<file path="config.mk">
export PLATFORM = sky130hd
export DESIGN_NAME = dcache_way_select_flat
export DESIGN_NICKNAME = d
export VERILOG_FILES = /design/src/logic/dcache_pkg.sv /design/src/logic/dcache_if.sv /design/src/logic/dcache_way_select.sv /design/src/flat_wrapper.sv
export SDC_FILE = /design/constraint.sdc
export NUM_CORES = 1
export LEC_CHECK = 0
export ABC_AREA = 1
export BUFFER_PORTS_ARGS = -buffer_cell sky130_fd_sc_hd__buf_2
export CAP_MARGIN = 10
export CORE_AREA = 10 10 318 320
export CTS_BUF_LIST = sky130_fd_sc_hd__clkbuf_8 sky130_fd_sc_hd__clkbuf_16
export DETAILED_ROUTE_END_ITERATION = 10
export DIE_AREA = 0 0 328 330
export GPL_TIMING_DRIVEN = 1
export PLACE_DENSITY_LB_ADDON = 0.05
export SLEW_MARGIN = 25
export SYNTH_ARGS = -nofsm -noshare
export SYNTH_HDL_FRONTEND = slang
export SYNTH_SLANG_ARGS = --single-unit
</file>
<file path="constraint.sdc">
create_clock -name clk -period 2.37 [get_ports clk]
set_clock_uncertainty 0.05 [all_clocks]
set_input_delay 0 -clock clk [delete_from_list [all_inputs] [get_ports clk]]
set_output_delay 0 -clock clk [all_outputs]
set_load 0.05 [all_outputs]
</file>
<file path="src/logic/dcache_pkg.sv">
// a line is four 32-bit words and addresses are 16-bit byte addresses shared by all modules
`default_nettype none

package dcache_pkg;

    localparam int ADDR_WIDTH = 16;
    localparam int WORD_WIDTH = 32;
    localparam int LINE_WORDS = 4;

    // byte within word, byte within line
    localparam int WORD_OFFSET_BITS = 2;
    localparam int LINE_OFFSET_BITS = 4;

    typedef logic [ADDR_WIDTH-1:0] addr_t;
    typedef logic [WORD_WIDTH-1:0] word_t;
    typedef logic [WORD_WIDTH/8-1:0] be_t;

    // word 0 sits at the lowest address of the line
    typedef word_t [LINE_WORDS-1:0] line_t;

endpackage

`default_nettype wire

</file>
<file path="src/logic/dcache_if.sv">
// way outputs are packed per way and each way drives only the slice of its own number
`timescale 1ns/100ps
`default_nettype none

interface dcache_way_if #(
    parameter int SET_ASSOC = 4,
    parameter int SET_NUM   = 16
);
    import dcache_pkg::*;

    localparam int IDX_W = $clog2(SET_NUM);
    localparam int TAG_W = ADDR_WIDTH - IDX_W - LINE_OFFSET_BITS;

    // lookup, driven by ctrl
    logic                  rd_en;
    logic [IDX_W-1:0]      rd_index;
    logic [TAG_W-1:0]      cmp_tag;

    // write port, one-hot way select
    logic [SET_ASSOC-1:0]  wr_way;
    logic [IDX_W-1:0]      wr_index;
    logic                  wr_valid;
    logic                  wr_dirty;
    logic [TAG_W-1:0]      wr_tag;
    line_t                 wr_line;

    // per-way results, valid the cycle after rd_en
    logic [SET_ASSOC-1:0]             hit;
    line_t [SET_ASSOC-1:0]            rd_line;
    logic [SET_ASSOC-1:0]             rd_valid;
    logic [SET_ASSOC-1:0]             rd_dirty;
    logic [SET_ASSOC-1:0][TAG_W-1:0]  rd_tag;

    modport ctrl (
        output rd_en, rd_index, cmp_tag,
        output wr_way, wr_index, wr_valid, wr_dirty, wr_tag, wr_line
    );

    modport way (
        input  rd_en, rd_index, cmp_tag,
        input  wr_way, wr_index, wr_valid, wr_dirty, wr_tag, wr_line,
        output hit, rd_line, rd_valid, rd_dirty, rd_tag
    );

    modport select (
        input rd_en, rd_index,
        input hit, rd_line, rd_valid, rd_dirty, rd_tag
    );

endinterface

interface dcache_sel_if #(
    parameter int SET_ASSOC = 4,
    parameter int SET_NUM   = 16
);
    import dcache_pkg::*;

    localparam int IDX_W = $clog2(SET_NUM);
    localparam int TAG_W = ADDR_WIDTH - IDX_W - LINE_OFFSET_BITS;
    localparam int WAY_W = $clog2(SET_ASSOC);

    logic              hit_any;
    logic [WAY_W-1:0]  hit_way;
    line_t             hit_line;

    logic [WAY_W-1:0]  victim_way;
    logic              victim_dirty;
    logic [TAG_W-1:0]  victim_tag;
    line_t             victim_line;

    // pseudo-LRU update, one strobe per finished request
    logic              touch;
    logic [IDX_W-1:0]  touch_index;
    logic [WAY_W-1:0]  touch_way;

    modport select (
        output hit_any, hit_way, hit_line,
        output victim_way, victim_dirty, victim_tag, victim_line,
        input  touch, touch_index, touch_way
    );

    modport ctrl (
        input  hit_any, hit_way, hit_line,
        input  victim_way, victim_dirty, victim_tag, victim_line,
        output touch, touch_index, touch_way
    );

endinterface

`default_nettype wire

</file>
<file path="src/logic/dcache_way_select.sv">
// SET_ASSOC must be a power of two and at least 2 for the pseudo-LRU tree to be complete
`timescale 1ns/100ps
`default_nettype none

module dcache_way_select #(
    parameter int SET_ASSOC = 4,
    parameter int SET_NUM   = 16
) (
    input logic           clk,
    input logic           rst,
    dcache_way_if.select  way_bus,
    dcache_sel_if.select  sel_bus
);

    localparam int IDX_W = $clog2(SET_NUM);
    localparam int WAY_W = $clog2(SET_ASSOC);

    // one tree per set, node 0 is the root
    logic [SET_NUM-1:0][SET_ASSOC-2:0] plru_q;
    logic [SET_ASSOC-2:0]              plru_set;
    logic [SET_ASSOC-2:0]              plru_upd;
    logic [IDX_W-1:0]                  rd_set_q;
    logic [WAY_W-1:0]                  plru_way;
    logic [WAY_W-1:0]                  free_way;
    logic                              has_free;

    // set whose entries the ways are showing
    always_ff @(posedge clk) begin
        if (way_bus.rd_en) begin
            rd_set_q <= way_bus.rd_index;
        end
    end

    always_comb begin
        sel_bus.hit_way = '0;
        for (int w = 0; w < SET_ASSOC; w++) begin
            if (way_bus.hit[w]) sel_bus.hit_way = WAY_W'(w);
        end
    end

    assign sel_bus.hit_any  = |way_bus.hit;
    assign sel_bus.hit_line = way_bus.rd_line[sel_bus.hit_way];

    // lowest-numbered invalid way wins
    always_comb begin
        has_free = 1'b0;
        free_way = '0;
        for (int w = SET_ASSOC - 1; w >= 0; w--) begin
            if (!way_bus.rd_valid[w]) begin
                has_free = 1'b1;
                free_way = WAY_W'(w);
            end
        end
    end

    assign plru_set = plru_q[rd_set_q];

    // follow the tree bits down to the least recently used leaf
    always_comb begin
        int unsigned node;
        node     = 0;
        plru_way = '0;
        for (int l = 0; l < WAY_W; l++) begin
            plru_way[WAY_W-1-l] = plru_set[node];
            node = 2 * node + 1 + plru_set[node];
        end
    end

    // point every node on the touched path away from it
    always_comb begin
        int unsigned node;
        node     = 0;
        plru_upd = plru_q[sel_bus.touch_index];
        for (int l = 0; l < WAY_W; l++) begin
            plru_upd[node] = !sel_bus.touch_way[WAY_W-1-l];
            node = 2 * node + 1 + sel_bus.touch_way[WAY_W-1-l];
        end
    end

    always_ff @(posedge clk) begin
        if (rst) begin
            plru_q <= '0;
        end else if (sel_bus.touch) begin
            plru_q[sel_bus.touch_index] <= plru_upd;
        end
    end

    assign sel_bus.victim_way   = has_free ? free_way : plru_way;
    assign sel_bus.victim_dirty = way_bus.rd_dirty[sel_bus.victim_way];
    assign sel_bus.victim_tag   = way_bus.rd_tag[sel_bus.victim_way];
    assign sel_bus.victim_line  = way_bus.rd_line[sel_bus.victim_way];

endmodule

`default_nettype wire

</file>
<file path="src/flat_wrapper.sv">
// flat-port wrapper written by rule: the top's interface ports become plain ports
module dcache_way_select_flat 
#(
    parameter int SET_ASSOC = 4,
    parameter int SET_NUM   = 16
)
  (clk, rst, way_bus_rd_en, way_bus_rd_index, way_bus_hit, way_bus_rd_line, way_bus_rd_valid, way_bus_rd_dirty, way_bus_rd_tag, sel_bus_hit_any, sel_bus_hit_way, sel_bus_hit_line, sel_bus_victim_way, sel_bus_victim_dirty, sel_bus_victim_tag, sel_bus_victim_line, sel_bus_touch, sel_bus_touch_index, sel_bus_touch_way);
  dcache_way_if #(.SET_ASSOC(SET_ASSOC), .SET_NUM(SET_NUM)) way_bus_i ();
  dcache_sel_if #(.SET_ASSOC(SET_ASSOC), .SET_NUM(SET_NUM)) sel_bus_i ();
  input logic clk;
  input logic rst;
  input wire logic [$bits(way_bus_i.rd_en)-1:0] way_bus_rd_en;
  input wire logic [$bits(way_bus_i.rd_index)-1:0] way_bus_rd_index;
  input wire logic [$bits(way_bus_i.hit)-1:0] way_bus_hit;
  input wire logic [$bits(way_bus_i.rd_line)-1:0] way_bus_rd_line;
  input wire logic [$bits(way_bus_i.rd_valid)-1:0] way_bus_rd_valid;
  input wire logic [$bits(way_bus_i.rd_dirty)-1:0] way_bus_rd_dirty;
  input wire logic [$bits(way_bus_i.rd_tag)-1:0] way_bus_rd_tag;
  output wire logic [$bits(sel_bus_i.hit_any)-1:0] sel_bus_hit_any;
  output wire logic [$bits(sel_bus_i.hit_way)-1:0] sel_bus_hit_way;
  output wire logic [$bits(sel_bus_i.hit_line)-1:0] sel_bus_hit_line;
  output wire logic [$bits(sel_bus_i.victim_way)-1:0] sel_bus_victim_way;
  output wire logic [$bits(sel_bus_i.victim_dirty)-1:0] sel_bus_victim_dirty;
  output wire logic [$bits(sel_bus_i.victim_tag)-1:0] sel_bus_victim_tag;
  output wire logic [$bits(sel_bus_i.victim_line)-1:0] sel_bus_victim_line;
  input wire logic [$bits(sel_bus_i.touch)-1:0] sel_bus_touch;
  input wire logic [$bits(sel_bus_i.touch_index)-1:0] sel_bus_touch_index;
  input wire logic [$bits(sel_bus_i.touch_way)-1:0] sel_bus_touch_way;
  assign way_bus_i.rd_en = way_bus_rd_en;
  assign way_bus_i.rd_index = way_bus_rd_index;
  assign way_bus_i.hit = way_bus_hit;
  assign way_bus_i.rd_line = way_bus_rd_line;
  assign way_bus_i.rd_valid = way_bus_rd_valid;
  assign way_bus_i.rd_dirty = way_bus_rd_dirty;
  assign way_bus_i.rd_tag = way_bus_rd_tag;
  assign sel_bus_hit_any = sel_bus_i.hit_any;
  assign sel_bus_hit_way = sel_bus_i.hit_way;
  assign sel_bus_hit_line = sel_bus_i.hit_line;
  assign sel_bus_victim_way = sel_bus_i.victim_way;
  assign sel_bus_victim_dirty = sel_bus_i.victim_dirty;
  assign sel_bus_victim_tag = sel_bus_i.victim_tag;
  assign sel_bus_victim_line = sel_bus_i.victim_line;
  assign sel_bus_i.touch = sel_bus_touch;
  assign sel_bus_i.touch_index = sel_bus_touch_index;
  assign sel_bus_i.touch_way = sel_bus_touch_way;
  dcache_way_select #(.SET_ASSOC(SET_ASSOC), .SET_NUM(SET_NUM)) u_core (.clk(clk), .rst(rst), .way_bus(way_bus_i), .sel_bus(sel_bus_i));
endmodule
</file>
==> After elaboration in Yosys (flattened, before gate mapping) <==
Index checks and enable logic that the tools add are counted.
W data, S select, Z words.
{ "op_classes": {"order_cmp": 8, "n_mux": 32, "add_sub_neg": 2, "n_reduce_logical": 5} }
{ "ops": {"columns": ["operator", "count"], "rows": [
  ["$bmux W128 S2", 2],
  ["$mux W128", 2],
  ["$lt A32 B3 Y1 const B", 2],
  ["$bwmux W48", 1],
  ["$ge A32 B1 Y1 const B", 1],
  ["$bmux W3 S4", 2],
  ["$bmux W8 S2", 1],
  ["$mux W2", 7],
  ["$demux W3 S4", 1],
  ["$lt A4 B5 Y1 const B", 2],
  ["$mux W3", 3],
  ["$mux W1", 8],
  ["$mux W8", 1],
  ["$lt A2 B3 Y1 const B", 2],
  ["$add A1 B1 Y2 const A", 2],
  ["$bmux W1 S2", 2],
  ["$ge A4 B1 Y1 const B", 1],
  ["$reduce_or A4 Y1", 1],
  ["$bwmux W3", 1],
  ["$demux W1 S2", 1],
  ["$logic_and A1 B1 Y1", 2],
  ["$logic_not A1 Y1", 2]
]} }
{ "word_totals": {"elab_cells": 64, "in_bits": 570, "output_inout_bits": 270, "register_bits": 52} }

==> Longest topological paths before layout <==
Gate-level depths: netlist of run 1.
{ "depth": {"ltp_word": 8, "depth_mapped": 18} }

==> Worst setup path after synthesis of run 1 <==
No wires, ideal clock.
{ "synth_timing": {"path_type": "in2out", "startpoint": "input port way_bus_hit[3]", "endpoint": "output port sel_bus_hit_line[11]", "cell_stages": 8, "arrival_ns": 2.430, "slack_ns": -0.110, "n_path_buf": 2, "t_required_ns": 2.320, "cell_sequence": "nor2_1 -> inv_1 -> nor2_1 -> inv_1 -> clkbuf_1 -> clkbuf_1 -> o22ai_1 -> a311oi_1"} }
{ "synth_via": {"elab_chain_cells": 3} }
{ "synth_rtl": {"columns": ["element", "line_no", "source"], "rows": [
  ["start, declared", "flat_wrapper.sv:14", "input wire logic [$bits(way_bus_i.hit)-1:0] way_bus_hit;"],
  ["$mux W2", "dcache_way_select.sv:37", "if (way_bus.hit[w]) sel_bus.hit_way = WAY_W'(w);"],
  ["net sel_bus_hit_way[1]", "flat_wrapper.sv:20", "output wire logic [$bits(sel_bus_i.hit_way)-1:0] sel_bus_hit_way;"],
  ["$bmux W128 S2", "dcache_way_select.sv:42", "assign sel_bus.hit_line = way_bus.rd_line[sel_bus.hit_way];"],
  ["$mux W128 (implied by the code)", "dcache_way_select.sv:42", null],
  ["end, declared", "flat_wrapper.sv:21", "output wire logic [$bits(sel_bus_i.hit_line)-1:0] sel_bus_hit_line;"]
]} }
The timed path passes the listed nets, and every way through them passes these cells. The select of a mux whose other input is x is not followed.

==> Worst setup path in the final report of run 1 <==
{ "layout_timing": {"startpoint": "register u_core.rd_set_q[0]", "endpoint": "output port sel_bus_victim_line[47]"} }
{ "layout_via": {"elab_chain_cells": 8} }
{ "layout_rtl": {"columns": ["element", "line_no", "source"], "rows": [
  ["start, declared", "dcache_way_select.sv:22", "logic [IDX_W-1:0] rd_set_q;"],
  ["start signal, assigned", "dcache_way_select.sv:30", "rd_set_q <= way_bus.rd_index;"],
  ["$bmux W3 S4 (*)", "dcache_way_select.sv:56", "assign plru_set = plru_q[rd_set_q];"],
  ["$mux W3 (implied by the code) (*)", "dcache_way_select.sv:56", null],
  ["$add A1 B1 Y2", "dcache_way_select.sv:65", "node = 2 * node + 1 + plru_set[node];"],
  ["$bmux W1 S2", "dcache_way_select.sv:64", "plru_way[WAY_W-1-l] = plru_set[node];"],
  ["$mux W1 (implied by the code)", "dcache_way_select.sv:64", null],
  ["$mux W2 (*)", "dcache_way_select.sv:88", "assign sel_bus.victim_way = has_free ? free_way : plru_way;"],
  ["$bmux W128 S2 (*)", "dcache_way_select.sv:91", "assign sel_bus.victim_line = way_bus.rd_line[sel_bus.victim_way];"],
  ["$mux W128 (implied by the code) (*)", "dcache_way_select.sv:91", null],
  ["end, declared", "flat_wrapper.sv:25", "output wire logic [$bits(sel_bus_i.victim_line)-1:0] sel_bus_victim_line;"]
]} }
Mark *: on every way between the ends. The rest lies on a longest branch, timed or not. The select of a mux whose other input is x is not followed.

==> impl_results.md, run 1 <==
* Status: complete, but fails checks
* Violated checks: negative setup slack
* Most frequent cell after synthesis: inv_1
* Pwr Total at ~8900 µW
* Final Slew Violations at 0
* Largest family of logic cells by synthesized area: simple AND/OR/NAND/NOR gates
* First-pass GRT wire length at between 100000 and 150000 µm
* MaxCap Viol Count at 0
* Wire length per cell at 22.9 µm
* GRT Resource Usage Total at between 15 and 20%
* Synth area leader: nand3_1
* Min-Delay Path Class: in -> reg
* Sequential fraction of the synthesis area at 8.54%
* Count of cell types in the netlist at 25
* Core Util, Final at 23.8%
* Post-synth top cells: 616 x inv_1, 587 x nand3_1, 495 x nand2_1
* Die area at about 0.11 mm²
* Compound-Gate Fraction of Synth Area at between 20% and 30%
* Worst Hold Depth at 2
* # DRC at 0
* H-tree depth at 2
* Worst-path clk slew at 0.07 ns
* Vias at between 20000 and 25000
* Yosys warns at 0
* Slew HR at between 60% and 70%
* Critical path class: reg -> out
* Gr ovfl total at 0
* Largest net degree at the start of global routing at between 100 and 150
* Area share of fa/ha/maj cells after synthesis at 0%
* Worst reg2reg setup slack at approximately 0.7 ns
* Period minus WS final at around 2.7 ns
* Worst setup EP type: output port
* Worst setup SP type: register
* Fmax at roughly 0.37 GHz
* Max Fanout on Critical Path at 15
* Vias per inst at between 4 and 5
* FF-to-FF Start: u_core.plru_q[31]$_SDFFE_PP0P_
* Static Leak at about 0.012 µW
* DP HPWL at 84800 µm
* Mux contribution to synthesized area at 0%
* Initial DRC Count at between 1000 and 1500
* Chip height at 330 µm
* CTS tree: built
* Die Width at between 300 and 400 µm
* RSZ-0062 raised after global routing: true
* ANT nets after route at 0
* Post-Synth Simple-Gate Area at between 40% and 50%
* EDFF count, synth at 4
* WP data arrival at roughly 2.7 ns
* WL final at 105000 µm
* Layout net count at a little under 4000
* Final hold vios at 0
* Sink Count at 52
* Worst reg2reg path depth at 7
* Peak VDD IR at around 0.23 mV
* Synth Area in XOR/XNOR at 0%
* Clock latency on the worst-skew pair at roughly 0.30 ns
* Core Area at approximately 0.095 mm²
* Slack of the critical path at -0.332 ns
* Post-Syn Instances at 2515
* RD Place Congestion at 0.899
* Synth area leaders: nand3_1 23%, inv_1 18%, nand2_1 15%
* CTS max path bufs at 2
* Worst setup path startpoint: u_core.rd_set_q[0]$_DFFE_PP_
* Endpoints failing setup at approximately 140
* Synth Cell Area at 0.0127 mm²
* Worst Hold End: u_core.plru_q[39]$_SDFFE_PP0P_
* Length of the first detailed-routing pass in iterations at 7
* Power Density at 395 mW/mm²
* R2r endpoint: u_core.plru_q[1]$_SDFFE_PP0P_
* Flop and latch count out of synthesis at 52
* Ys async rst share at 0%
* Number of I/O port buffers at roughly 840
* Vias in the first global route at just over 20000
* Starting Density at roughly 13%
* Ys flop type: dfxtp_1
* FILL cells at between 10000 and 15000
* CTS Buf Count at 5
* Area share of the largest cell type after synthesis at 23.2%
* Layout cells sized above 1 at a little under two fifths
* Ports at 840
* Slew @ Worst Pin at roughly 0.56 ns
* Hold wc startpoint: sel_bus_touch_way[1]
* Final Cycle Share at 114%
* CTS root buf: clkbuf_16
* Initial antenna violation count at between 40 and 50
* Row count at ~110
* Synth-to-layout area growth at 77.6%
* Mean Syn Cell Area at about 5 µm²
* Syn nets at approximately 3100
* CP required at 2.32 ns
[sequential cells by signal, indices dropped and copies added, names as in the netlist]
name and cells:
u_core.plru_q 48, u_core.rd_set_q 4
[metrics by stage]
step	hold WS, ns	setup WS, ns	cell area, µm²	cells	setup TNS, ns
6_report	0.158	-0.332	22500	4615	-35.77
5_1_grt	0.176	-0.483	22500	4613	-59.10
4_1_cts	0.188	-0.356	21600	4575	-40.71
3_5_place_dp	0.132	-0.170	20800	4553	-9.40
3_3_place_gp	0.130	-0.149	20800	4553	-8.66
2_1_floorplan	0.0489	0.178	13300	2515	0
[routing by layer]
layer / wire, µm / GRT usage [%]
met1: 41300 / 19.8
met5: 180 / 0
met2: 55200 / 33.7
met4: 2490 / 4.18
met3: 6340 / 3.54
[cell usage in the layout, fill, tap and decap left out, types with 49 or more instances in the layout]
| cell | n |
|---|---|
| buf_6 | 73 |
| a21oi_1 | 49 |
| nor3_1 | 127 |
| nand2_1 | 439 |
| buf_4 | 108 |
| a311oi_2 | 108 |
| buf_2 | 698 |
| nand2_2 | 54 |
| inv_1 | 614 |
| o21ai_0 | 58 |
| o22ai_1 | 142 |
| nand3_1 | 567 |
| buf_12 | 108 |
[worst max-delay path by stage]
stage               slack (ns)  depth (start not counted)                  endpoint
global placement         -0.15                         16  sel_bus_victim_line[110]
finish                   -0.33                         18   sel_bus_victim_line[47]
detailed placement       -0.17                         16  sel_bus_victim_line[101]
CTS                      -0.36                         16   sel_bus_victim_line[61]
global route             -0.48                         18   sel_bus_victim_line[46]
floorplan                 0.18                          7     sel_bus_hit_line[103]
[logic make-up (layout without fill, tap and decap cells)]
family,count (synthesis),after routing
AOI/OAI and AO/OA,382,382
buffers and inverters,840,1657
and+or+nand+nor,1241,1241
other,0,18
DFF,52,52
[report_power, final]
| part | total (µW) | internal, µW | switching (µW) |
|---|---|---|---|
| registers | 922 | 908 | 13.7 |
| clock network | 790 | 448 | 342 |
| logic | 7180 | 2550 | 4630 |
[worst max-delay path: stages (launching register included)]
cell and delay (ns):
edfxtp_1 0.44, inv_2 0.12, buf_12 0.14, nand2_1 0.05, nand3_1 0.09, nand2_1 0.07, nand2_1 0.05, nand2_1 0.07
nand2_1 0.07, nand3_2 0.08, nand2_4 0.10, nand2_8 0.09, buf_12 0.19, buf_16 0.17, buf_4 0.15, nand3_1 0.06
nand3_1 0.10, nand2_1 0.11, buf_6 0.17
[area by class of cell]
| class | instances | area (µm²) | share of cell area, % |
|---|---|---|---|
| Clock buffer | 6 | 150 | 0.668 |
| Timing Repair Buffer | 1031 | 8190 | 36.4 |
| Clock inverter | 1 | 3.75 | 0.0167 |
| Tap cell | 1265 | 1580 | 7.04 |
| Multi-Input combinational cell | 1623 | 9100 | 40.5 |
| Antenna cell | 18 | 45.0 | 0.200 |
| Sequential cell | 52 | 1080 | 4.81 |
| Inverter | 619 | 2340 | 10.4 |
[timing repair]
item | 4_1_cts | 5_1_grt
pin swaps | 1 | 24
hold buffers | 5 | 0
cloned | 3 | 11
setup endpoints to repair | 139 | 139
endpoints found under the hold margin | 8 | 0
gates resized for setup | 157 | 123
buffers inserted | 7 | 11
No activity file was read; power rests on OpenSTA's default activity.
==> run 2, diff against run 1 <==
- BUFFER_PORTS_ARGS: -buffer_cell sky130_fd_sc_hd__buf_2 -> unset
- CORE_AREA: 10 10 318 320 -> 10 10 314 316
- DIE_AREA: 0 0 328 330 -> 0 0 324 326
- DONT_BUFFER_PORTS: unset -> 1
==> run 2 against run 1 <==
The run still ends with negative setup slack left. Sequential share of layout area increased by 0.54 points. Hold slack got worse by 0.071 ns. Clock power fell by 2.7%. Worst setup slack better by 0.032 ns. Sequential cell count stayed put. Maximum frequency grew 1.2%. Routed wire length shrank 4.5%. Critical path depth shrank 3. Combinational power shrank 2%. Critical path type unchanged. Clock-buffer cell count is 1 lower. Global-route usage is 0.058 points lower.
==> impl_results.md, run 2 (same netlist as run 1, synthesis figures left out) <==
* Endpoints failing setup at approximately 140
* Length of the first detailed-routing pass in iterations at 6
* Worst setup SP type: register
* Status: complete, but fails checks
* Vias in the first global route at 17900
* CTS tree: built
* Layout net count at about 3300
* Core Area at 0.0925 mm²
* WP data arrival at around 2.6 ns
* CTS max path bufs at 2
* Vias per inst at between 4 and 5
* Chip height at ~330 µm
* Gr ovfl total at 0
* Most Used Layer, Global Route: met2
* Sink Count at 52
* Worst path cell trace: buf_4 -> nand2_1 -> nand3_1 -> nand2_1 -> nand2_1 -> nand2_2 -> nand2_1 -> o21ai_1 -> nor2_1 -> nor2_4 -> buf_4 -> clkbuf_16 -> nand3_1 -> nand2_1 -> buf_12
* CTS Buf Count at 5
* Final Slew Violations at 0
* Peak VDD IR at about 0.22 mV
* Routing usage on met1 at between 10% and 20%
* Max incr delay on CP at about 0.43 ns
* RSZ-0062 raised after global routing: true
* H-tree depth at 2
* ANT nets after route at 0
* WL final at ~100000 µm
* WHS at between 0.08 and 0.09 ns
* TNS Setup at -33.38 ns
* Top Registers: u_core.plru_q: 48 flops, u_core.rd_set_q: 4 flops
* Most flops, register: u_core.plru_q
* Ports at between 800 and 900
* Slack of the critical path at -0.300 ns
* Clock latency on the worst-skew pair at ~0.31 ns
* Final Cycle Share at 113%
* Wire length per cell at 25.6 µm
* Max reg flops at 48
* CTS root buf: clkbuf_16
* Top cell by count, worst path: nand2_1
* Violated checks: negative setup slack
* RD Place Congestion at a little over 0.9
* # DRC at 0
* Power Density at between 400 and 500 mW/mm²
* Slew HR at 36.7%
* FILL cells at between 10000 and 15000
* CP max-delay cell: edfxtp_1
* Die area at around 0.11 mm²
* Worst-path clk slew at 0.08 ns
* Row count at around 110
* Static Leak at between 0.01 and 0.015 µW
* Slew @ Worst Pin at around 0.95 ns
* Min-Delay Path Class: in -> reg
* Critical path class: reg -> out
* Initial antenna violation count at 7
* Vias at roughly 18000
* Initial DRC Count at 1122
* Commonest non-fill, non-tap cell in the layout: inv_1
* MaxCap Viol Count at 0
* Synth-to-layout area growth at 59.7%
* CP required at between 2 and 2.5 ns
* Max Fanout on Critical Path at 12
* DP HPWL at between 80000 and 90000 µm
* GRT Resource Usage Total at between 10% and 20%
* Starting Density at 13.7%
* Routing usage on met3 at around 5.0%
* Layout cells sized above 1 at 24.0%
* Fmax at between 0.3 and 0.4 GHz
* Die Width at approximately 320 µm
* Worst setup EP type: output port
* Largest net degree at the start of global routing at 69
* Number of I/O port buffers at 0
* Period minus WS final at about 2.7 ns
* Final hold vios at 0
* Commonest non-fill, non-tap cells in the layout: 613 x inv_1, 567 x nand3_1, 432 x nand2_1
* M2 GR Usage at ~33%
* First-pass GRT wire length at around 140000 µm
run 2: power breakdown:
part	internal, µW	switching (µW)	total, µW
logic	2640	4380	7020
clock network	400	369	769
registers	908	13.2	921
total	3950	4760	8710
run 2: layout make-up:
| type | count | area, µm² | area share [%] |
|---|---|---|---|
| Antenna cell | 6 | 15.0 | 0.0743 |
| Inverter | 619 | 2340 | 11.6 |
| Timing Repair Buffer | 436 | 5900 | 29.2 |
| Tap cell | 1197 | 1500 | 7.41 |
| Clock buffer | 5 | 125 | 0.619 |
| Sequential cell | 52 | 1080 | 5.35 |
| Clock inverter | 3 | 26.3 | 0.130 |
| Multi-Input combinational cell | 1623 | 9240 | 45.7 |
run 2: what timing repair did:
item,4_1_cts,5_1_grt
gates cloned,1,4
pin swaps,1,0
setup endpoints to repair,138,139
buffers inserted,1,1
resized for setup,83,26
hold buffers,6,0
hold endpoints to repair,24,0
run 2: layer usage:
metal	routed length [µm]	share of wire, %
met2	52100	52
met3	8630	8.6
met4	1970	2.0
met5	21	0.021
met1	38100	38
run 2: worst max-delay path, delay by kind of cell (launching register included):
| family | cells | cell delay (ns) |
|---|---|---|
| buffers and inverters | 4 | 0.75 |
| and+or+nand+nor | 10 | 1.01 |
| AOI/OAI and AO/OA | 1 | 0.10 |
| DFF | 1 | 0.43 |
run 2: final timing paths:
| kind | from | to | slack (ns) | depth (start not counted) |
|---|---|---|---|---|
| hold reg to reg | u_core.plru_q[5]$_SDFFE_PP0P_ | u_core.plru_q[5]$_SDFFE_PP0P_ | 0.49 | 2 |
| setup reg to reg | u_core.plru_q[20]$_SDFFE_PP0P_ | u_core.plru_q[14]$_SDFFE_PP0P_ | 0.64 | 7 |
| hold / removal | sel_bus_touch_way[0] | u_core.plru_q[40]$_SDFFE_PP0P_ | 0.09 | 4 |
| setup / recovery | u_core.rd_set_q[0]$_DFFE_PP_ | sel_bus_victim_tag[7] | -0.30 | 15 |
run 2: through the flow:
stage	cell area, µm²	instances	power, µW	utilization [%]	worst slack, ns
2_1_floorplan	13300	2515	4870	-	0.178
3_3_place_gp	19500	3914	7880	21.1	-0.120
3_5_place_dp	19500	3914	7870	21.1	-0.112
4_1_cts	20000	3930	8780	21.6	-0.325
5_1_grt	20200	3939	9170	21.9	-0.470
6_report	20200	3941	8710	21.9	-0.300
