## src/logic/dcache_pkg.sv

```systemverilog
// a line is four 32-bit words and addresses are 16-bit byte addresses shared by all modules
`default_nettype none

package dcache_pkg;

    localparam int ADDR_WIDTH = 16;
    localparam int WORD_WIDTH = 32;
    localparam int LINE_WORDS = 4;

    // byte within word, byte within line
    localparam int WORD_OFFSET_BITS = 2;
    localparam int LINE_OFFSET_BITS = 4;

    typedef logic [ADDR_WIDTH-1:0] addr_t;
    typedef logic [WORD_WIDTH-1:0] word_t;
    typedef logic [WORD_WIDTH/8-1:0] be_t;

    // word 0 sits at the lowest address of the line
    typedef word_t [LINE_WORDS-1:0] line_t;

endpackage

`default_nettype wire

```

## src/logic/dcache_if.sv

```systemverilog
// way outputs are packed per way and each way drives only the slice of its own number
`timescale 1ns/100ps
`default_nettype none

interface dcache_way_if #(
    parameter int SET_ASSOC = 4,
    parameter int SET_NUM   = 16
);
    import dcache_pkg::*;

    localparam int IDX_W = $clog2(SET_NUM);
    localparam int TAG_W = ADDR_WIDTH - IDX_W - LINE_OFFSET_BITS;

    // lookup, driven by ctrl
    logic                  rd_en;
    logic [IDX_W-1:0]      rd_index;
    logic [TAG_W-1:0]      cmp_tag;

    // write port, one-hot way select
    logic [SET_ASSOC-1:0]  wr_way;
    logic [IDX_W-1:0]      wr_index;
    logic                  wr_valid;
    logic                  wr_dirty;
    logic [TAG_W-1:0]      wr_tag;
    line_t                 wr_line;

    // per-way results, valid the cycle after rd_en
    logic [SET_ASSOC-1:0]             hit;
    line_t [SET_ASSOC-1:0]            rd_line;
    logic [SET_ASSOC-1:0]             rd_valid;
    logic [SET_ASSOC-1:0]             rd_dirty;
    logic [SET_ASSOC-1:0][TAG_W-1:0]  rd_tag;

    modport ctrl (
        output rd_en, rd_index, cmp_tag,
        output wr_way, wr_index, wr_valid, wr_dirty, wr_tag, wr_line
    );

    modport way (
        input  rd_en, rd_index, cmp_tag,
        input  wr_way, wr_index, wr_valid, wr_dirty, wr_tag, wr_line,
        output hit, rd_line, rd_valid, rd_dirty, rd_tag
    );

    modport select (
        input rd_en, rd_index,
        input hit, rd_line, rd_valid, rd_dirty, rd_tag
    );

endinterface

interface dcache_sel_if #(
    parameter int SET_ASSOC = 4,
    parameter int SET_NUM   = 16
);
    import dcache_pkg::*;

    localparam int IDX_W = $clog2(SET_NUM);
    localparam int TAG_W = ADDR_WIDTH - IDX_W - LINE_OFFSET_BITS;
    localparam int WAY_W = $clog2(SET_ASSOC);

    logic              hit_any;
    logic [WAY_W-1:0]  hit_way;
    line_t             hit_line;

    logic [WAY_W-1:0]  victim_way;
    logic              victim_dirty;
    logic [TAG_W-1:0]  victim_tag;
    line_t             victim_line;

    // pseudo-LRU update, one strobe per finished request
    logic              touch;
    logic [IDX_W-1:0]  touch_index;
    logic [WAY_W-1:0]  touch_way;

    modport select (
        output hit_any, hit_way, hit_line,
        output victim_way, victim_dirty, victim_tag, victim_line,
        input  touch, touch_index, touch_way
    );

    modport ctrl (
        input  hit_any, hit_way, hit_line,
        input  victim_way, victim_dirty, victim_tag, victim_line,
        output touch, touch_index, touch_way
    );

endinterface

`default_nettype wire

```

## src/logic/dcache_ctrl.sv

```systemverilog
// one request at a time, and memory answers each read strobe once with no back-pressure
`timescale 1ns/100ps
`default_nettype none

module dcache_ctrl #(
    parameter int SET_ASSOC = 4,
    parameter int SET_NUM   = 16
) (
    input  logic               clk,
    input  logic               rst,
    // cpu side
    input  logic               req_valid_i,
    input  logic               req_write_i,
    input  dcache_pkg::addr_t  req_addr_i,
    input  dcache_pkg::word_t  req_wdata_i,
    input  dcache_pkg::be_t    req_be_i,
    output logic               ready_o,
    output logic               resp_valid_o,
    output dcache_pkg::word_t  resp_rdata_o,
    // memory side
    output logic               mem_rd_req_o,
    output logic               mem_wr_req_o,
    output dcache_pkg::addr_t  mem_addr_o,
    output dcache_pkg::line_t  mem_wdata_o,
    input  logic               mem_rd_valid_i,
    input  dcache_pkg::line_t  mem_rdata_i,
    // ways and select
    dcache_way_if.ctrl         way_bus,
    dcache_sel_if.ctrl         sel_bus
);
    import dcache_pkg::*;

    localparam int IDX_W  = $clog2(SET_NUM);
    localparam int TAG_W  = ADDR_WIDTH - IDX_W - LINE_OFFSET_BITS;
    localparam int WAY_W  = $clog2(SET_ASSOC);
    localparam int WSEL_W = LINE_OFFSET_BITS - WORD_OFFSET_BITS;

    typedef enum logic [2:0] {
        ST_SWEEP,
        ST_IDLE,
        ST_LOOKUP,
        ST_WRITEBACK,
        ST_REFILL_WAIT,
        ST_REFILL_WRITE
    } state_t;

    state_t            state_q;
    state_t            state_d;
    logic [IDX_W-1:0]  sweep_cnt_q;
    logic              resp_valid_q;
    logic              rd_req_q;
    logic              wr_req_q;

    // accepted request
    logic              req_write_q;
    addr_t             req_addr_q;
    word_t             req_wdata_q;
    be_t               req_be_q;
    logic [WAY_W-1:0]  victim_q;
    word_t             resp_rdata_q;

    logic              accept;
    logic              miss;
    logic [IDX_W-1:0]  req_index;
    logic [TAG_W-1:0]  req_tag;
    logic [WSEL_W-1:0] req_word;
    line_t             base_line;

    function automatic line_t merge_word(line_t base, logic [WSEL_W-1:0] sel,
                                         word_t wdata, be_t be);
        line_t merged;
        merged = base;
        for (int b = 0; b < WORD_WIDTH / 8; b++) begin
            if (be[b]) begin
                merged[sel][b*8 +: 8] = wdata[b*8 +: 8];
            end
        end
        return merged;
    endfunction

    assign accept    = (state_q == ST_IDLE) && req_valid_i;
    assign miss      = (state_q == ST_LOOKUP) && !sel_bus.hit_any;
    assign req_index = req_addr_q[LINE_OFFSET_BITS +: IDX_W];
    assign req_tag   = req_addr_q[ADDR_WIDTH-1 -: TAG_W];
    assign req_word  = req_addr_q[WORD_OFFSET_BITS +: WSEL_W];

    always_comb begin
        state_d = state_q;
        case (state_q)
            ST_SWEEP: if (sweep_cnt_q == IDX_W'(SET_NUM - 1)) state_d = ST_IDLE;
            ST_IDLE: if (req_valid_i) state_d = ST_LOOKUP;
            ST_LOOKUP: begin
                if (sel_bus.hit_any) state_d = ST_IDLE;
                else if (sel_bus.victim_dirty) state_d = ST_WRITEBACK;
                else state_d = ST_REFILL_WAIT;
            end
            ST_WRITEBACK: state_d = ST_REFILL_WAIT;
            ST_REFILL_WAIT: if (mem_rd_valid_i) state_d = ST_REFILL_WRITE;
            ST_REFILL_WRITE: state_d = ST_LOOKUP;
            default: state_d = ST_SWEEP;
        endcase
    end

    always_ff @(posedge clk) begin
        if (rst) begin
            state_q      <= ST_SWEEP;
            sweep_cnt_q  <= '0;
            resp_valid_q <= 1'b0;
            rd_req_q     <= 1'b0;
            wr_req_q     <= 1'b0;
        end else begin
            state_q <= state_d;
            if (state_q == ST_SWEEP) begin
                sweep_cnt_q <= sweep_cnt_q + 1'b1;
            end
            resp_valid_q <= (state_q == ST_LOOKUP) && sel_bus.hit_any && !req_write_q;
            // dirty victim goes out first, the read follows a cycle later
            wr_req_q <= miss && sel_bus.victim_dirty;
            rd_req_q <= (miss && !sel_bus.victim_dirty) || (state_q == ST_WRITEBACK);
        end
    end

    always_ff @(posedge clk) begin
        if (accept) begin
            req_write_q <= req_write_i;
            req_addr_q  <= req_addr_i;
            req_wdata_q <= req_wdata_i;
            req_be_q    <= req_be_i;
        end
        if (miss) begin
            victim_q <= sel_bus.victim_way;
        end
        if (state_q == ST_LOOKUP) begin
            resp_rdata_q <= sel_bus.hit_line[req_word];
        end
    end

    // read on accept, and again once the refilled line has landed
    assign way_bus.rd_en    = accept || (state_q == ST_REFILL_WRITE);
    assign way_bus.rd_index = accept ? req_addr_i[LINE_OFFSET_BITS +: IDX_W] : req_index;
    assign way_bus.cmp_tag  = accept ? req_addr_i[ADDR_WIDTH-1 -: TAG_W] : req_tag;

    always_comb begin
        base_line        = (state_q == ST_LOOKUP) ? sel_bus.hit_line : mem_rdata_i;
        way_bus.wr_way   = '0;
        way_bus.wr_index = req_index;
        way_bus.wr_valid = 1'b1;
        way_bus.wr_dirty = req_write_q;
        way_bus.wr_tag   = req_tag;
        way_bus.wr_line  = base_line;
        if (req_write_q) begin
            way_bus.wr_line = merge_word(base_line, req_word, req_wdata_q, req_be_q);
        end
        if (state_q == ST_SWEEP) begin
            // clear one set in all ways per cycle
            way_bus.wr_way   = '1;
            way_bus.wr_index = sweep_cnt_q;
            way_bus.wr_valid = 1'b0;
            way_bus.wr_dirty = 1'b0;
        end else if (state_q == ST_LOOKUP && sel_bus.hit_any && req_write_q) begin
            way_bus.wr_way = SET_ASSOC'(1) << sel_bus.hit_way;
        end else if (state_q == ST_REFILL_WAIT && mem_rd_valid_i) begin
            way_bus.wr_way = SET_ASSOC'(1) << victim_q;
        end
    end

    assign sel_bus.touch       = (state_q == ST_LOOKUP) && sel_bus.hit_any;
    assign sel_bus.touch_index = req_index;
    assign sel_bus.touch_way   = sel_bus.hit_way;

    assign ready_o      = (state_q == ST_IDLE);
    assign resp_valid_o = resp_valid_q;
    assign resp_rdata_o = resp_rdata_q;

    // victim outputs stay put until the next read, so write-back uses them directly
    assign mem_rd_req_o = rd_req_q;
    assign mem_wr_req_o = wr_req_q;
    assign mem_addr_o   = {wr_req_q ? sel_bus.victim_tag : req_tag, req_index,
                           {LINE_OFFSET_BITS{1'b0}}};
    assign mem_wdata_o  = sel_bus.victim_line;

endmodule

`default_nettype wire

```

## src/flat_wrapper.sv

```systemverilog
// flat-port wrapper written by rule: the top's interface ports become plain ports
module dcache_ctrl_flat import dcache_pkg::*;
#(
    parameter int SET_ASSOC = 4,
    parameter int SET_NUM   = 16
)
  (clk, rst, req_valid_i, req_write_i, req_addr_i, req_wdata_i, req_be_i, ready_o, resp_valid_o, resp_rdata_o, mem_rd_req_o, mem_wr_req_o, mem_addr_o, mem_wdata_o, mem_rd_valid_i, mem_rdata_i, way_bus_rd_en, way_bus_rd_index, way_bus_cmp_tag, way_bus_wr_way, way_bus_wr_index, way_bus_wr_valid, way_bus_wr_dirty, way_bus_wr_tag, way_bus_wr_line, sel_bus_hit_any, sel_bus_hit_way, sel_bus_hit_line, sel_bus_victim_way, sel_bus_victim_dirty, sel_bus_victim_tag, sel_bus_victim_line, sel_bus_touch, sel_bus_touch_index, sel_bus_touch_way);
  dcache_way_if #(.SET_ASSOC(SET_ASSOC), .SET_NUM(SET_NUM)) way_bus_i ();
  dcache_sel_if #(.SET_ASSOC(SET_ASSOC), .SET_NUM(SET_NUM)) sel_bus_i ();
  input  logic clk;
  input  logic rst;
  input  logic req_valid_i;
  input  logic req_write_i;
  input  dcache_pkg::addr_t req_addr_i;
  input  dcache_pkg::word_t req_wdata_i;
  input  dcache_pkg::be_t req_be_i;
  output logic ready_o;
  output logic resp_valid_o;
  output dcache_pkg::word_t resp_rdata_o;
  output logic mem_rd_req_o;
  output logic mem_wr_req_o;
  output dcache_pkg::addr_t mem_addr_o;
  output dcache_pkg::line_t mem_wdata_o;
  input  logic mem_rd_valid_i;
  input  dcache_pkg::line_t mem_rdata_i;
  output wire logic [$bits(way_bus_i.rd_en)-1:0] way_bus_rd_en;
  output wire logic [$bits(way_bus_i.rd_index)-1:0] way_bus_rd_index;
  output wire logic [$bits(way_bus_i.cmp_tag)-1:0] way_bus_cmp_tag;
  output wire logic [$bits(way_bus_i.wr_way)-1:0] way_bus_wr_way;
  output wire logic [$bits(way_bus_i.wr_index)-1:0] way_bus_wr_index;
  output wire logic [$bits(way_bus_i.wr_valid)-1:0] way_bus_wr_valid;
  output wire logic [$bits(way_bus_i.wr_dirty)-1:0] way_bus_wr_dirty;
  output wire logic [$bits(way_bus_i.wr_tag)-1:0] way_bus_wr_tag;
  output wire logic [$bits(way_bus_i.wr_line)-1:0] way_bus_wr_line;
  input wire logic [$bits(sel_bus_i.hit_any)-1:0] sel_bus_hit_any;
  input wire logic [$bits(sel_bus_i.hit_way)-1:0] sel_bus_hit_way;
  input wire logic [$bits(sel_bus_i.hit_line)-1:0] sel_bus_hit_line;
  input wire logic [$bits(sel_bus_i.victim_way)-1:0] sel_bus_victim_way;
  input wire logic [$bits(sel_bus_i.victim_dirty)-1:0] sel_bus_victim_dirty;
  input wire logic [$bits(sel_bus_i.victim_tag)-1:0] sel_bus_victim_tag;
  input wire logic [$bits(sel_bus_i.victim_line)-1:0] sel_bus_victim_line;
  output wire logic [$bits(sel_bus_i.touch)-1:0] sel_bus_touch;
  output wire logic [$bits(sel_bus_i.touch_index)-1:0] sel_bus_touch_index;
  output wire logic [$bits(sel_bus_i.touch_way)-1:0] sel_bus_touch_way;
  assign way_bus_rd_en = way_bus_i.rd_en;
  assign way_bus_rd_index = way_bus_i.rd_index;
  assign way_bus_cmp_tag = way_bus_i.cmp_tag;
  assign way_bus_wr_way = way_bus_i.wr_way;
  assign way_bus_wr_index = way_bus_i.wr_index;
  assign way_bus_wr_valid = way_bus_i.wr_valid;
  assign way_bus_wr_dirty = way_bus_i.wr_dirty;
  assign way_bus_wr_tag = way_bus_i.wr_tag;
  assign way_bus_wr_line = way_bus_i.wr_line;
  assign sel_bus_i.hit_any = sel_bus_hit_any;
  assign sel_bus_i.hit_way = sel_bus_hit_way;
  assign sel_bus_i.hit_line = sel_bus_hit_line;
  assign sel_bus_i.victim_way = sel_bus_victim_way;
  assign sel_bus_i.victim_dirty = sel_bus_victim_dirty;
  assign sel_bus_i.victim_tag = sel_bus_victim_tag;
  assign sel_bus_i.victim_line = sel_bus_victim_line;
  assign sel_bus_touch = sel_bus_i.touch;
  assign sel_bus_touch_index = sel_bus_i.touch_index;
  assign sel_bus_touch_way = sel_bus_i.touch_way;
  dcache_ctrl #(.SET_ASSOC(SET_ASSOC), .SET_NUM(SET_NUM)) u_core (.clk(clk), .rst(rst), .req_valid_i(req_valid_i), .req_write_i(req_write_i), .req_addr_i(req_addr_i), .req_wdata_i(req_wdata_i), .req_be_i(req_be_i), .ready_o(ready_o), .resp_valid_o(resp_valid_o), .resp_rdata_o(resp_rdata_o), .mem_rd_req_o(mem_rd_req_o), .mem_wr_req_o(mem_wr_req_o), .mem_addr_o(mem_addr_o), .mem_wdata_o(mem_wdata_o), .mem_rd_valid_i(mem_rd_valid_i), .mem_rdata_i(mem_rdata_i), .way_bus(way_bus_i), .sel_bus(sel_bus_i));
endmodule
```

## config.mk

```make
export PLATFORM = sky130hd
export DESIGN_NAME = dcache_ctrl_flat
export DESIGN_NICKNAME = d
export VERILOG_FILES = /design/src/logic/dcache_pkg.sv /design/src/logic/dcache_if.sv /design/src/logic/dcache_ctrl.sv /design/src/flat_wrapper.sv
export SDC_FILE = /design/constraint.sdc
export NUM_CORES = 1
export LEC_CHECK = 0
export BUFFER_PORTS_ARGS = -buffer_cell sky130_fd_sc_hd__buf_2
export CORE_AREA = 2 2 308 310
export CTS_BUF_LIST = sky130_fd_sc_hd__clkbuf_2
export DETAILED_ROUTE_END_ITERATION = 8
export DIE_AREA = 0 0 310 312
export SYNTH_ARGS = -nofsm -noshare
export SYNTH_HDL_FRONTEND = slang
export SYNTH_SLANG_ARGS = --single-unit
```

## constraint.sdc

```tcl
create_clock -name clk -period 1.7 [get_ports clk]
set_clock_uncertainty 0.15 [all_clocks]
set_input_delay 0.085 -clock clk [delete_from_list [all_inputs] [get_ports clk]]
set_output_delay 0.085 -clock clk [all_outputs]
set_load 0.02 [all_outputs]
```

## After elaboration in Yosys (flattened, before gate mapping)

Index checks and enable logic that the tools add are counted.

- Register bits after elaboration: 97
- Input bits: 455
- Output and inout port bits: 346

- Add/subtract/negate cells: 1
- Magnitude comparators: 2
- Eq/ne operators: 9
- Shift-type cells: 2
- Mux-type cells: 38
- Reductions and logical operators: 16

Operator list:

| cell | number |
|---|---|
| 2-to-1 mux 128 bit | 9 |
| bitwise mux 128 bit | 4 |
| demux 32 bit (select 2 bit) | 4 |
| binary-select mux 32 bit (select 2 bit) | 1 |
| 2-to-1 mux 32 bit | 2 |
| 2-to-1 mux 24 bit | 1 |
| 2-to-1 mux 8 bit | 3 |
| 2-to-1 mux 4 bit | 5 |
| one-hot mux 3 bit (6 select lines) | 1 |
| 2-to-1 mux 16 bit | 1 |
| 2-to-1 mux 3 bit | 5 |
| logical AND 1 bit | 9 |
| left shift 1 x 2 -> 4 bit (first input constant) | 2 |
| equality test 3 x 2 -> 1 bit (second input constant) | 2 |
| equality test 3 bit (second input constant) | 2 |
| adder 4 x 1 -> 4 bit (second input constant) | 1 |
| equality test 4 bit (second input constant) | 1 |
| inequality test 2 bit (second input constant) | 2 |
| equality test 3 x 1 -> 1 bit (second input constant) | 1 |
| zero test 1 bit | 3 |
| zero test 3 bit | 1 |
| less-than comparator 2 x 3 -> 1 bit (second input constant) | 1 |
| AND reduction 3 bit | 1 |
| greater-or-equal comparator 2 x 1 -> 1 bit (second input constant) | 1 |
| 3 further kinds | 5 |

## Longest topological paths before layout

Gate-level depths: netlist of the first run.

- Depth after elaboration: 16
- Mapped depth: 6
- Mapped depth without buffers: 4

## Worst setup path after synthesis of the first run

OpenSTA, ideal clock, no wires.

- Path type: register to output
- From: register u_core.state_q[1]
- To: output way_bus_cmp_tag[1]
- Data arrival time: 1,880 ps
- Required time: 1,465 ps
- Setup slack: -415 ps
- Stages on the path, launching flop included: 7
- Path buffers: 2
- Path through: dfxtp_1 -> nand2b_1 -> nor2_1 -> and2_1 -> buf_2 -> buf_6 -> mux2_4

- Cells in the longest elaborated chain, start to end: 3

Ends and longest elaborated chain:

| element | line | source |
|---|---|---|
| start, declared | dcache_ctrl.sv:47 | `state_t state_q;` |
| start signal, assigned | dcache_ctrl.sv:112 | `state_q <= state_d;` |
| equality test 3 x 1 -> 1 bit | n/a |  |
| named net ready_o | flat_wrapper.sv:17 | `output logic ready_o;` |
| logical AND 1 bit | dcache_ctrl.sv:81 | `assign accept = (state_q == ST_IDLE) && req_valid_i;` |
| named net u_core.accept | dcache_ctrl.sv:62 | `logic accept;` |
| 2-to-1 mux 8 bit | dcache_ctrl.sv:141 | `assign way_bus.cmp_tag = accept ? req_addr_i[ADDR_WIDTH-1 -: TAG_W] : req_tag;` |
| end, declared | flat_wrapper.sv:28 | `output wire logic [$bits(way_bus_i.cmp_tag)-1:0] way_bus_cmp_tag;` |

The timed path passes the listed nets, and every way through them passes these cells.

## Final worst setup path of the first run

- From: register u_core.state_q[0]
- To: output way_bus_wr_line[117]

- Cells in the longest elaborated chain, start to end: 14

Ends and longest elaborated chain:

| element | line | source |
|---|---|---|
| equality test 3 x 2 -> 1 bit (*) | dcache_ctrl.sv:144 | `base_line = (state_q == ST_LOOKUP) ? sel_bus.hit_line : mem_rdata_i;` |
| 2-to-1 mux 128 bit (*) | dcache_ctrl.sv:144 |  |
| bitwise mux 128 bit | dcache_ctrl.sv:75 | `merged[sel][b*8 +: 8] = wdata[b*8 +: 8];` |
| 2-to-1 mux 128 bit | dcache_ctrl.sv:74 | `if (be[b]) begin` |
| 2-to-1 mux 128 bit | dcache_ctrl.sv:151 | `if (req_write_q) begin` |
| bitwise mux 128 bit | dcache_ctrl.sv:75 |  |
| 2-to-1 mux 128 bit | dcache_ctrl.sv:74 |  |
| 2-to-1 mux 128 bit | dcache_ctrl.sv:151 |  |
| bitwise mux 128 bit | dcache_ctrl.sv:75 |  |
| 2-to-1 mux 128 bit | dcache_ctrl.sv:74 |  |
| 2-to-1 mux 128 bit | dcache_ctrl.sv:151 |  |
| bitwise mux 128 bit | dcache_ctrl.sv:75 |  |
| 2-to-1 mux 128 bit | dcache_ctrl.sv:74 |  |
| 2-to-1 mux 128 bit (*) | dcache_ctrl.sv:151 |  |
| end, declared | flat_wrapper.sv:34 | `output wire logic [$bits(way_bus_i.wr_line)-1:0] way_bus_wr_line;` |

Every way passes the cells marked *; elsewhere a longest branch is shown, timed or not. The select of a mux whose other input is x is not followed.

==> results of run 1 <==
## worst max-delay path by stage
| stage | end | slack [ns] | startpoint |
|---|---|---|---|
| global placement | way_bus_wr_line[7] | -0.73 | u_core.state_q[0] |
| global route | way_bus_wr_line[44] | -1.52 | u_core.state_q[1] |
| floorplan | way_bus_wr_line[102] | -0.08 | u_core.req_addr_q[3] |
| CTS | way_bus_wr_line[48] | -1.58 | u_core.state_q[2] |
| detailed placement | way_bus_wr_line[7] | -0.75 | u_core.state_q[0] |
| finish | way_bus_wr_line[117] | -1.28 | u_core.state_q[0] |
## cells in the mapped netlist, types with 2 or more instances
cell type / number / area, um2
a21oi_1: 100 / 500
and2_1: 3 / 18.8
buf_1: 2 / 7.51
buf_2: 17 / 85.1
buf_4: 155 / 1160
buf_8: 10 / 150
clkbuf_1: 13 / 48.8
dfxtp_1: 10 / 200
edfxtp_1: 85 / 2550
inv_1: 3 / 11.3
mux2_2: 11 / 124
mux2_4: 9 / 135
mux2i_1: 128 / 1280
mux4_2: 32 / 721
nand2_1: 55 / 206
nand2b_1: 2 / 12.5
nand3_1: 9 / 45.0
nand4_1: 6 / 37.5
nor2_1: 105 / 394
nor2b_1: 4 / 25.0
nor3_2: 5 / 50.1
o21ai_0: 33 / 165
o221ai_1: 3 / 26.3
or3_1: 2 / 12.5
xor2_1: 2 / 17.5
## flip-flops by register name, indices dropped and copies added (netlist names)
signal / flops
u_core.req_addr_q: 14
u_core.resp_valid_o: 1
u_core.req_wdata_q: 32
u_core.resp_rdata_o: 32
u_core.victim_q: 2
u_core.mem_wr_req_o: 1
u_core.req_write_q: 1
u_core.state_q: 3
u_core.sweep_cnt_q: 4
u_core.mem_rd_req_o: 1
u_core.req_be_q: 4
## cell families (layout without fill, tap and decap cells)
logic type                 count (synthesis)  in the layout  synth area share (%)
other                                      1             17                0.0463
AOI/OAI and AO/OA                        139            139                  8.85
and+or+nand+nor                          197            198                  10.5
adders and majority gates                  1              1                 0.154
DFF                                       95             95                  34.0
muxes                                    180            180                  27.9
buffers and inverters                    201           1168                  18.2
xor gates and xnor gates                   3              3                 0.324
## critical path, cell delays in order, from the launching register on
cell and delay, ns:
dfxtp_2 0.43, nor3b_4 0.23, buf_12 0.15, buf_16 0.17
buf_12 0.16, buf_6 0.10, mux2i_1 0.23, buf_4 0.16
a21oi_4 0.06, buf_6 0.13
## what timing repair did
action                                  in CTS  in global routing
hold buffers                               377                  0
endpoints found under the hold margin      148                  0
endpoints found under the setup margin     294                326
pin swaps                                   40                 53
resized for setup                          432                309
cloned                                      15                  4
buffers inserted                            81                 39
## layout make-up
class	count	area, um2	share of cell area, %
Inverter	3	18.8	0.0924
Timing Repair inverter	1	7.51	0.0370
Antenna cell	13	32.5	0.160
Clock buffer	9	45.0	0.222
Clock inverter	7	73.8	0.364
Timing Repair Buffer	1148	10400	51.2
Sequential cell	95	2770	13.6
Tap cell	1254	1570	7.73
Multi-Input combinational cell	525	5400	26.6
## per-stage QoR
stage	std cells	hold WS [ns]
6_report	3055	0.0200
4_1_cts	3029	0.000180
3_3_place_gp	2542	0.0201
2_1_floorplan	820	0.0339
3_5_place_dp	2542	0.0201
5_1_grt	3050	0.0200
## routing by layer
metal | vias up | wire, um | track usage (%) | share of wire, %
met5 | - | 148 | 0.247 | 0.20
met4 | 22 | 3730 | 6.95 | 5.1
met3 | 183 | 6800 | 4.97 | 9.3
met2 | 768 | 33700 | 23.0 | 46
met1 | 5256 | 28400 | 16.2 | 39
li1 | 4766 | - | - | -
## report_power, final
| group | switching [W] | internal (W) |
|---|---|---|
| clock network | 0.00128 | 0.000261 |
| logic | 0.00107 | 0.00139 |
| registers | 0.00000868 | 0.00254 |
| total | 0.00237 | 0.00420 |
==> flow_summary.toml, run 1 <==
[global_routing]
grt_antenna_before_repair = 27
overflow = 0
grt_pass1_vias = 11555
track_usage_pct = 14.1
grt_pass1_wl_um = 92600
grt_max_degree = 20

[setup_path]
r2r_setup_slack_ns = -0.71
end_kind = "primary output"
startpoint_type = "flip-flop"
arrival_ns = 2.74
r2r-start = "u_core.state_q[1]"
reg2reg_to = "u_core.victim_q[0]"
reg2reg_depth = 13
path_class = "flip-flop to primary output"
crit_required_ns = 1.46
cp_max_fo = 8

[worst_hold_path]
hp-start = "sel_bus_victim_line[100]"
min_to = "mem_wdata_o[100]"
hold_class = "input pin to primary output"
holdPathStages = 0

[yosys]
synth_warnings = 0
ys_seq_area_share_pct = 34.0
synthFlopType = "edfxtp_1"
ys_ff_latch = 95
avgSynthCellArea_um2 = 9.92
netlist_instances = 817
synthArstFlopShare_pct = 0
syn_area_um2 = 8100
synth-edff-count = 85
ys_types = 38

[outcome]
violations = "negative setup slack"
outcome = "finished with violations"

[place]
io_buffer_count = 538
dp_hpwl_um = 50000
gp_congestion = 0.865
placed_cell_area_um2 = 12500
pre_cts_ws_ns = -0.754

[routing]
drc = 0
drt-initial-drc-count = 611
finalWirelength_um = 72800
viasPerCell = 3.60
via_count = 10995
avgRoutedWirePerCell_um = 23.8
drt_first_pass_iters = 5
ant_nets = 0

[sta]
rsz0062_at_grt = "true"
fmax_mhz = 336
setup_viol = 315
slew_headroom_pct = 65.4
setup_tns_ns = -203.25
timing.final.ws_setup_ns = -1.28
final-max-slew-violation-count = 0
hold_viol_final = 0
tightest_slew_ns = 0.518
fin_crit_ns = 2.98
fin_crit_sh_pct = 175

[layout]
final_core_util_pct = 21.8
nets = 2239
final_area_um2 = 20300
area_growth_pct = 151
final_common_cell = "dlygate4sd3_1"
nFillCells = 9893
drive_gt1_share_pct = 59.2
final_cell_mix = "dlygate4sd3_1, buf_2, buf_6"

[floorplan]
start_util_pct = 8.71
num_rows = 112
io_pins = 801
die_w_um = 310
die_h_um = 312
placeableCoreArea_um2 = 93000
die_area_um2 = 96700

[pwr]
ir_worst_vdd_v = 0.000392
leakage_nw = 8.01
power_w = 0.00656
power.density_nw_per_um2 = 323

[clock_tree]
clock_path_buffers = 2
clock-sinks = 95
clockRootBuffer = "clkbuf_2"
clock_latency_ns = 0.90
clk_pin_slew_ns = 0.39
cts_buffers = 9
htree_levels = 3
cts_tree = "done"

[run]
drv_cap = 0
Note: power is estimated with default switching activity, not from simulation.
==> run 2: changes to the inputs <==
- REMOVE_ABC_BUFFERS: not set -> 1
- SETUP_SLACK_MARGIN: not set -> 0.1
==> run 2 against run 1 <==
Against the previous run: the flow still finishes with violations (negative setup slack); hold slack hardly changed; critical endpoint is now way_bus_wr_line[48]; critical path type unchanged; clock power up 28%; via count is 12% higher; fmax rose by 0.78%; cell count is the same.
==> flow_summary.toml, run 2 (synthesis results as in run 1) <==
[setup_path]
cp_max_fo = 11
worst_path_largest_cell_delay_ns = 0.42
path_class = "flip-flop to primary output"
r2r-start = "u_core.state_q[1]"
crit_required_ns = 1.46
r2r_setup_slack_ns = -0.31
cp_slowest_cell = "dfxtp_2"
reg2reg_depth = 9
arrival_ns = 2.72
reg2reg_to = "u_core.req_wdata_q[1]"
path_cells = "nor3b_4, buf_6, buf_12, buf_16, buf_8, mux2i_1, a21oi_1, buf_2"
end_kind = "primary output"
startpoint_type = "flip-flop"

[sta]
rsz0062_at_grt = "true"
fin_crit_ns = 2.96
setup_viol = 304
fin_crit_sh_pct = 174
hold_viol_final = 0
slew_headroom_pct = 64.9
final-max-slew-violation-count = 0
timing.final.ws_setup_ns = -1.26
fmax_mhz = 338
setup_tns_ns = -193.28
tightest_slew_ns = 0.527

[clock_tree]
clock_path_buffers = 2
clock_latency_ns = 0.87
cts_buffers = 9
cts_tree = "done"
clock-sinks = 95
clk_pin_slew_ns = 0.36
clockRootBuffer = "clkbuf_2"
htree_levels = 3

[layout]
ff_latch_area_um2 = 2760
final_common_cell = "dlygate4sd3_1"
drive_gt1_share_pct = 62.6
area_growth_pct = 161
multi_input_area_um2 = 5810
nets = 2241
nFillCells = 9621
final_cell_mix = "dlygate4sd3_1, buf_2, buf_6"

[routing]
ant_nets = 0
drt_first_pass_iters = 7
met2_length_um = 37700
via_count = 12351
avgRoutedWirePerCell_um = 30.9
finalWirelength_um = 94300
drc = 0
viasPerCell = 4.04
wl_met1_um = 34100
top_layer_used = "met5"
wl_met3_um = 15900
drt-initial-drc-count = 1235

[worst_hold_path]
min_to = "mem_wdata_o[111]"
hold_class = "input pin to primary output"
holdPathStages = 0
hp-start = "sel_bus_victim_line[111]"

[floorplan]
num_rows = 112
die_w_um = 310
io_pins = 801
placeableCoreArea_um2 = 93000
die_area_um2 = 96700
start_util_pct = 8.71
die_h_um = 312

[pwr]
leakage_nw = 8.33
power.density_nw_per_um2 = 331
sequentialPowerShare_pct = 36.5
ir_worst_vdd_v = 0.000425
swShare_pct = 32.5
power_w = 0.00701
power.clock.fraction_pct = 28.4
p_sw_w = 0.00228
p_comb_share_pct = 35.1
p_int_w = 0.00473

[run]
drv_cap = 0

[outcome]
violations = "negative setup slack"
outcome = "finished with violations"

[place]
gp_congestion = 0.857
io_buffer_count = 538
dp_hpwl_um = 59400

[global_routing]
grt_antenna_before_repair = 14
grt_max_degree = 22
grt_pass1_vias = 12163
grt_pass1_wl_um = 108000
track_usage_pct = 17.0
overflow = 0
## run 2: cell types whose count changed in the layout (fill, tap and decap cells not counted), moves of 8 or more
| cell | previous run | this run |
|---|---|---|
| a21oi_2 | 58 | 47 |
| buf_2 | 370 | 348 |
| buf_4 | 128 | 117 |
| buf_6 | 194 | 214 |
| mux2i_1 | 46 | 64 |
| mux2i_2 | 26 | 16 |
| mux2i_4 | 56 | 48 |
| nand2_1 | 47 | 22 |
| nand2_4 | 0 | 20 |
| nor2_1 | 95 | 52 |
| nor2_2 | 8 | 16 |
| nor2_4 | 2 | 37 |
| o21ai_1 | 17 | 9 |
## run 2: worst max-delay path, delay by kind of cell (launching register included)
kind	cells	cell delay [ns]
AND/OR/NAND/NOR	1	0.23
multiplexers	1	0.29
flip-flops	1	0.42
buffers and inverters	5	0.79
AO/OA/AOI/OAI	1	0.11
## run 2: how the worst max path moves through the flow
stage	start	endpoint	slack [ns]	cells after the start
finish	u_core.state_q[0]	way_bus_wr_line[48]	-1.26	8
global route	u_core.state_q[0]	way_bus_wr_line[48]	-1.45	8
CTS	u_core.state_q[2]	way_bus_wr_line[23]	-1.37	9
detailed placement	u_core.state_q[0]	way_bus_wr_line[9]	-0.76	7
global placement	u_core.state_q[0]	way_bus_wr_line[9]	-1.12	7
floorplan	u_core.state_q[2]	way_bus_wr_way[0]	-8.51	4
## run 2: power groups by stage
| stage | Sequential [W] | Clock, W | Combinational [W] |
|---|---|---|---|
| after floorplan | 0.00260 | 0 | 0.000455 |
| after global placement | 0.00260 | 0 | 0.00124 |
| after detailed placement | 0.00260 | 0 | 0.00125 |
| after CTS | 0.00255 | 0.00213 | 0.00209 |
| after global routing | 0.00256 | 0.00217 | 0.00256 |
| final | 0.00256 | 0.00199 | 0.00246 |
## run 2: layout make-up
class / count / area share [%]
Timing Repair Buffer: 1151 / 51.0
Multi-Input combinational cell: 524 / 27.4
Sequential cell: 95 / 13.0
Tap cell: 1254 / 7.41
Clock inverter: 7 / 0.667
Clock buffer: 9 / 0.213
Antenna cell: 11 / 0.130
Inverter: 3 / 0.0768
Timing Repair inverter: 1 / 0.0413
## run 2: per-layer routing
layer / vias up / GRT usage [%]
li1: 4761 / -
met1: 5858 / 17.3
met2: 1362 / 24.5
met3: 346 / 13.1
met4: 24 / 7.96
met5: - / 8.41
## run 2: timing repair
item,in CTS,in global routing
endpoints found under the hold margin,148,0
pin swaps,32,63
endpoints found under the setup margin,311,319
setup buffers,66,38
hold buffers,374,0
resized for setup,497,469
cloned,16,10
## run 2: per-stage QoR
stage	hold slack, ns	area [um2]	cells	setup slack, ns	util [%]
2_1_floorplan	0.00407	6650	622	-8.51	-
5_1_grt	0.0201	21200	3053	-1.45	22.8
6_report	0.0200	21200	3055	-1.26	22.8
3_5_place_dp	0.0201	12200	2530	-0.765	13.1
4_1_cts	-0.00909	18800	2999	-1.37	20.2
3_3_place_gp	0.0201	12200	2530	-1.12	13.1
==> run 3: changes to the inputs <==
- ABC_CLOCK_PERIOD_IN_PS: not set -> 1700
- PLACE_DENSITY_LB_ADDON: not set -> 0.08
==> run 3 against run 2 <==
Against the previous run: the run still ends with negative setup slack left; routed wire length decreased by 9.4%; largest cell class unchanged; cell area is 11% lower; critical endpoint is now way_bus_wr_line[16]; fmax is 1.7% higher; die area unchanged; sequential power about the same; first-iteration DRC count fell by 34%; hold slack is essentially flat; clock-buffer cell count is 1 higher.
==> flow_summary.toml, run 3 (synthesis results as in run 1) <==
[floorplan]
num_rows = 112
start_util_pct = 8.71
die_h_um = 312
io_pins = 801
placeableCoreArea_um2 = 93000
die_area_um2 = 96700
die_w_um = 310

[layout]
nets = 2170
nFillCells = 10446
area_growth_pct = 131
final_common_cell = "buf_2"
final_cells = 2980
drive_gt1_share_pct = 55.0
final_core_util_pct = 20.1
final_cell_mix = "buf_2, dlygate4sd3_1, buf_4"

[routing]
drt_first_pass_iters = 5
drt-initial-drc-count = 819
viasPerCell = 3.59
via_count = 10712
finalWirelength_um = 85400
ant_nets = 0
drc = 0
avgRoutedWirePerCell_um = 28.7

[setup_path]
path_cells = "nor3b_4, buf_12, buf_12, buf_16, buf_4, mux2i_1, buf_4, o21ai_4, buf_6"
cpLargestDelayFamily = "buffers and inverters"
arrival_ns = 2.67
r2r-start = "u_core.state_q[1]"
crit_required_ns = 1.46
cp_slowest_cell = "dfxtp_2"
startpoint_type = "flip-flop"
worst_path_largest_cell_delay_ns = 0.42
crit_start = "u_core.state_q[0]"
path_class = "flip-flop to primary output"
path_buf_inv = 6
end_kind = "primary output"
cp_max_fo = 8

[clock_tree]
cts_tree = "done"
clock_latency_ns = 0.90
htree_levels = 3
clockRootBuffer = "clkbuf_2"
clk_pin_slew_ns = 0.40
clock-sinks = 95
cts_buffers = 9
clock_path_buffers = 2

[sta]
hold_viol_final = 0
tightest_slew_ns = 0.626
fin_crit_sh_pct = 171
rsz0062_at_grt = "true"
fin_crit_ns = 2.91
slew_headroom_pct = 58.3
setup_viol = 283
fmax_mhz = 344
timing.final.ws_setup_ns = -1.21
final-max-slew-violation-count = 0

[global_routing]
grt_pass1_vias = 10921
grt_antenna_before_repair = 10
track_usage_pct = 16.6
grt_max_degree = 25
grt_pass1_wl_um = 105000
overflow = 0

[outcome]
violations = "negative setup slack"
outcome = "finished with violations"

[pwr]
leakage_nw = 7.35
ir_worst_vdd_v = 0.000265
power.density_nw_per_um2 = 324
power_w = 0.00608

[place]
io_buffer_count = 538
dp_hpwl_um = 65000
post-place-cells = 2515
gp_congestion = 0.762

[run]
drv_cap = 0

[worst_hold_path]
hold_class = "input pin to primary output"
hp-start = "sel_bus_victim_line[100]"
[run 3: where the power goes]
part           total, W  leakage [nW]  switching, W  internal, W
clock network   0.00132        0.0570       0.00113     0.000194
logic           0.00220          6.45      0.000896      0.00131
registers       0.00255         0.846    0.00000754      0.00255
[run 3: repair_timing]
item                       CTS  global route
hold buffers               375             0
gates cloned                 9            10
resized for setup          280           268
pin swaps                   12            30
buffers inserted            29            22
setup endpoints to repair  320           325
hold endpoints to repair   134             0
[run 3: worst paths after layout]
kind                                                to  slack [ns]  cells after the start
worst max-delay path               way_bus_wr_line[16]       -1.21                      9
worst min-delay path                  mem_wdata_o[100]        0.02                      0
worst max register to register  u_core.req_wdata_q[26]       -0.48                      9
worst min register to register   u_core.sweep_cnt_q[1]        0.36                      2
[run 3: final cells by class]
type	instances	area, um2	area share (%)
Timing Repair inverter	1	5.00	0.0267
Timing Repair Buffer	1080	9230	49.2
Multi-Input combinational cell	524	5070	27.1
Clock buffer	10	50.0	0.267
Antenna cell	7	17.5	0.0934
Clock inverter	6	37.5	0.200
Sequential cell	95	2760	14.7
Inverter	3	13.8	0.0734
Tap cell	1254	1570	8.37
[run 3: metal layers]
| metal | vias to the layer above | part of all wire (%) | track usage, % | wire length, um |
|---|---|---|---|---|
| li1 | 4609 | - | - | - |
| met1 | 5160 | 40 | 19.2 | 34500 |
| met2 | 856 | 38 | 21.4 | 32200 |
| met4 | 22 | 1.2 | 2.49 | 1040 |
| met5 | - | 1.5 | 9.55 | 1300 |
| met3 | 65 | 19 | 15.6 | 16400 |
[run 3: worst reg2reg max path, delay by kind of cell (launching register included)]
family                 cells  cell delay [ns]
buffers and inverters      6             0.85
AND/OR/NAND/NOR            3             0.44
flip-flops                 1             0.41
[run 3: metrics by stage]
| step | area (um2) | worst slack (ns) | hold WS (ns) | setup TNS (ns) |
|---|---|---|---|---|
| final | 18700 | -1.21 | 0.0202 | -193.14 |
| after global routing | 18700 | -1.50 | 0.0201 | -264.64 |
| after CTS | 17400 | -1.49 | 0.00254 | -256.08 |
| after detailed placement | 12000 | -0.579 | 0.0203 | -42.16 |
| after global placement | 12000 | -0.514 | 0.0203 | -40.00 |
| after floorplan | 6650 | -8.51 | 0.00407 | -1510.39 |
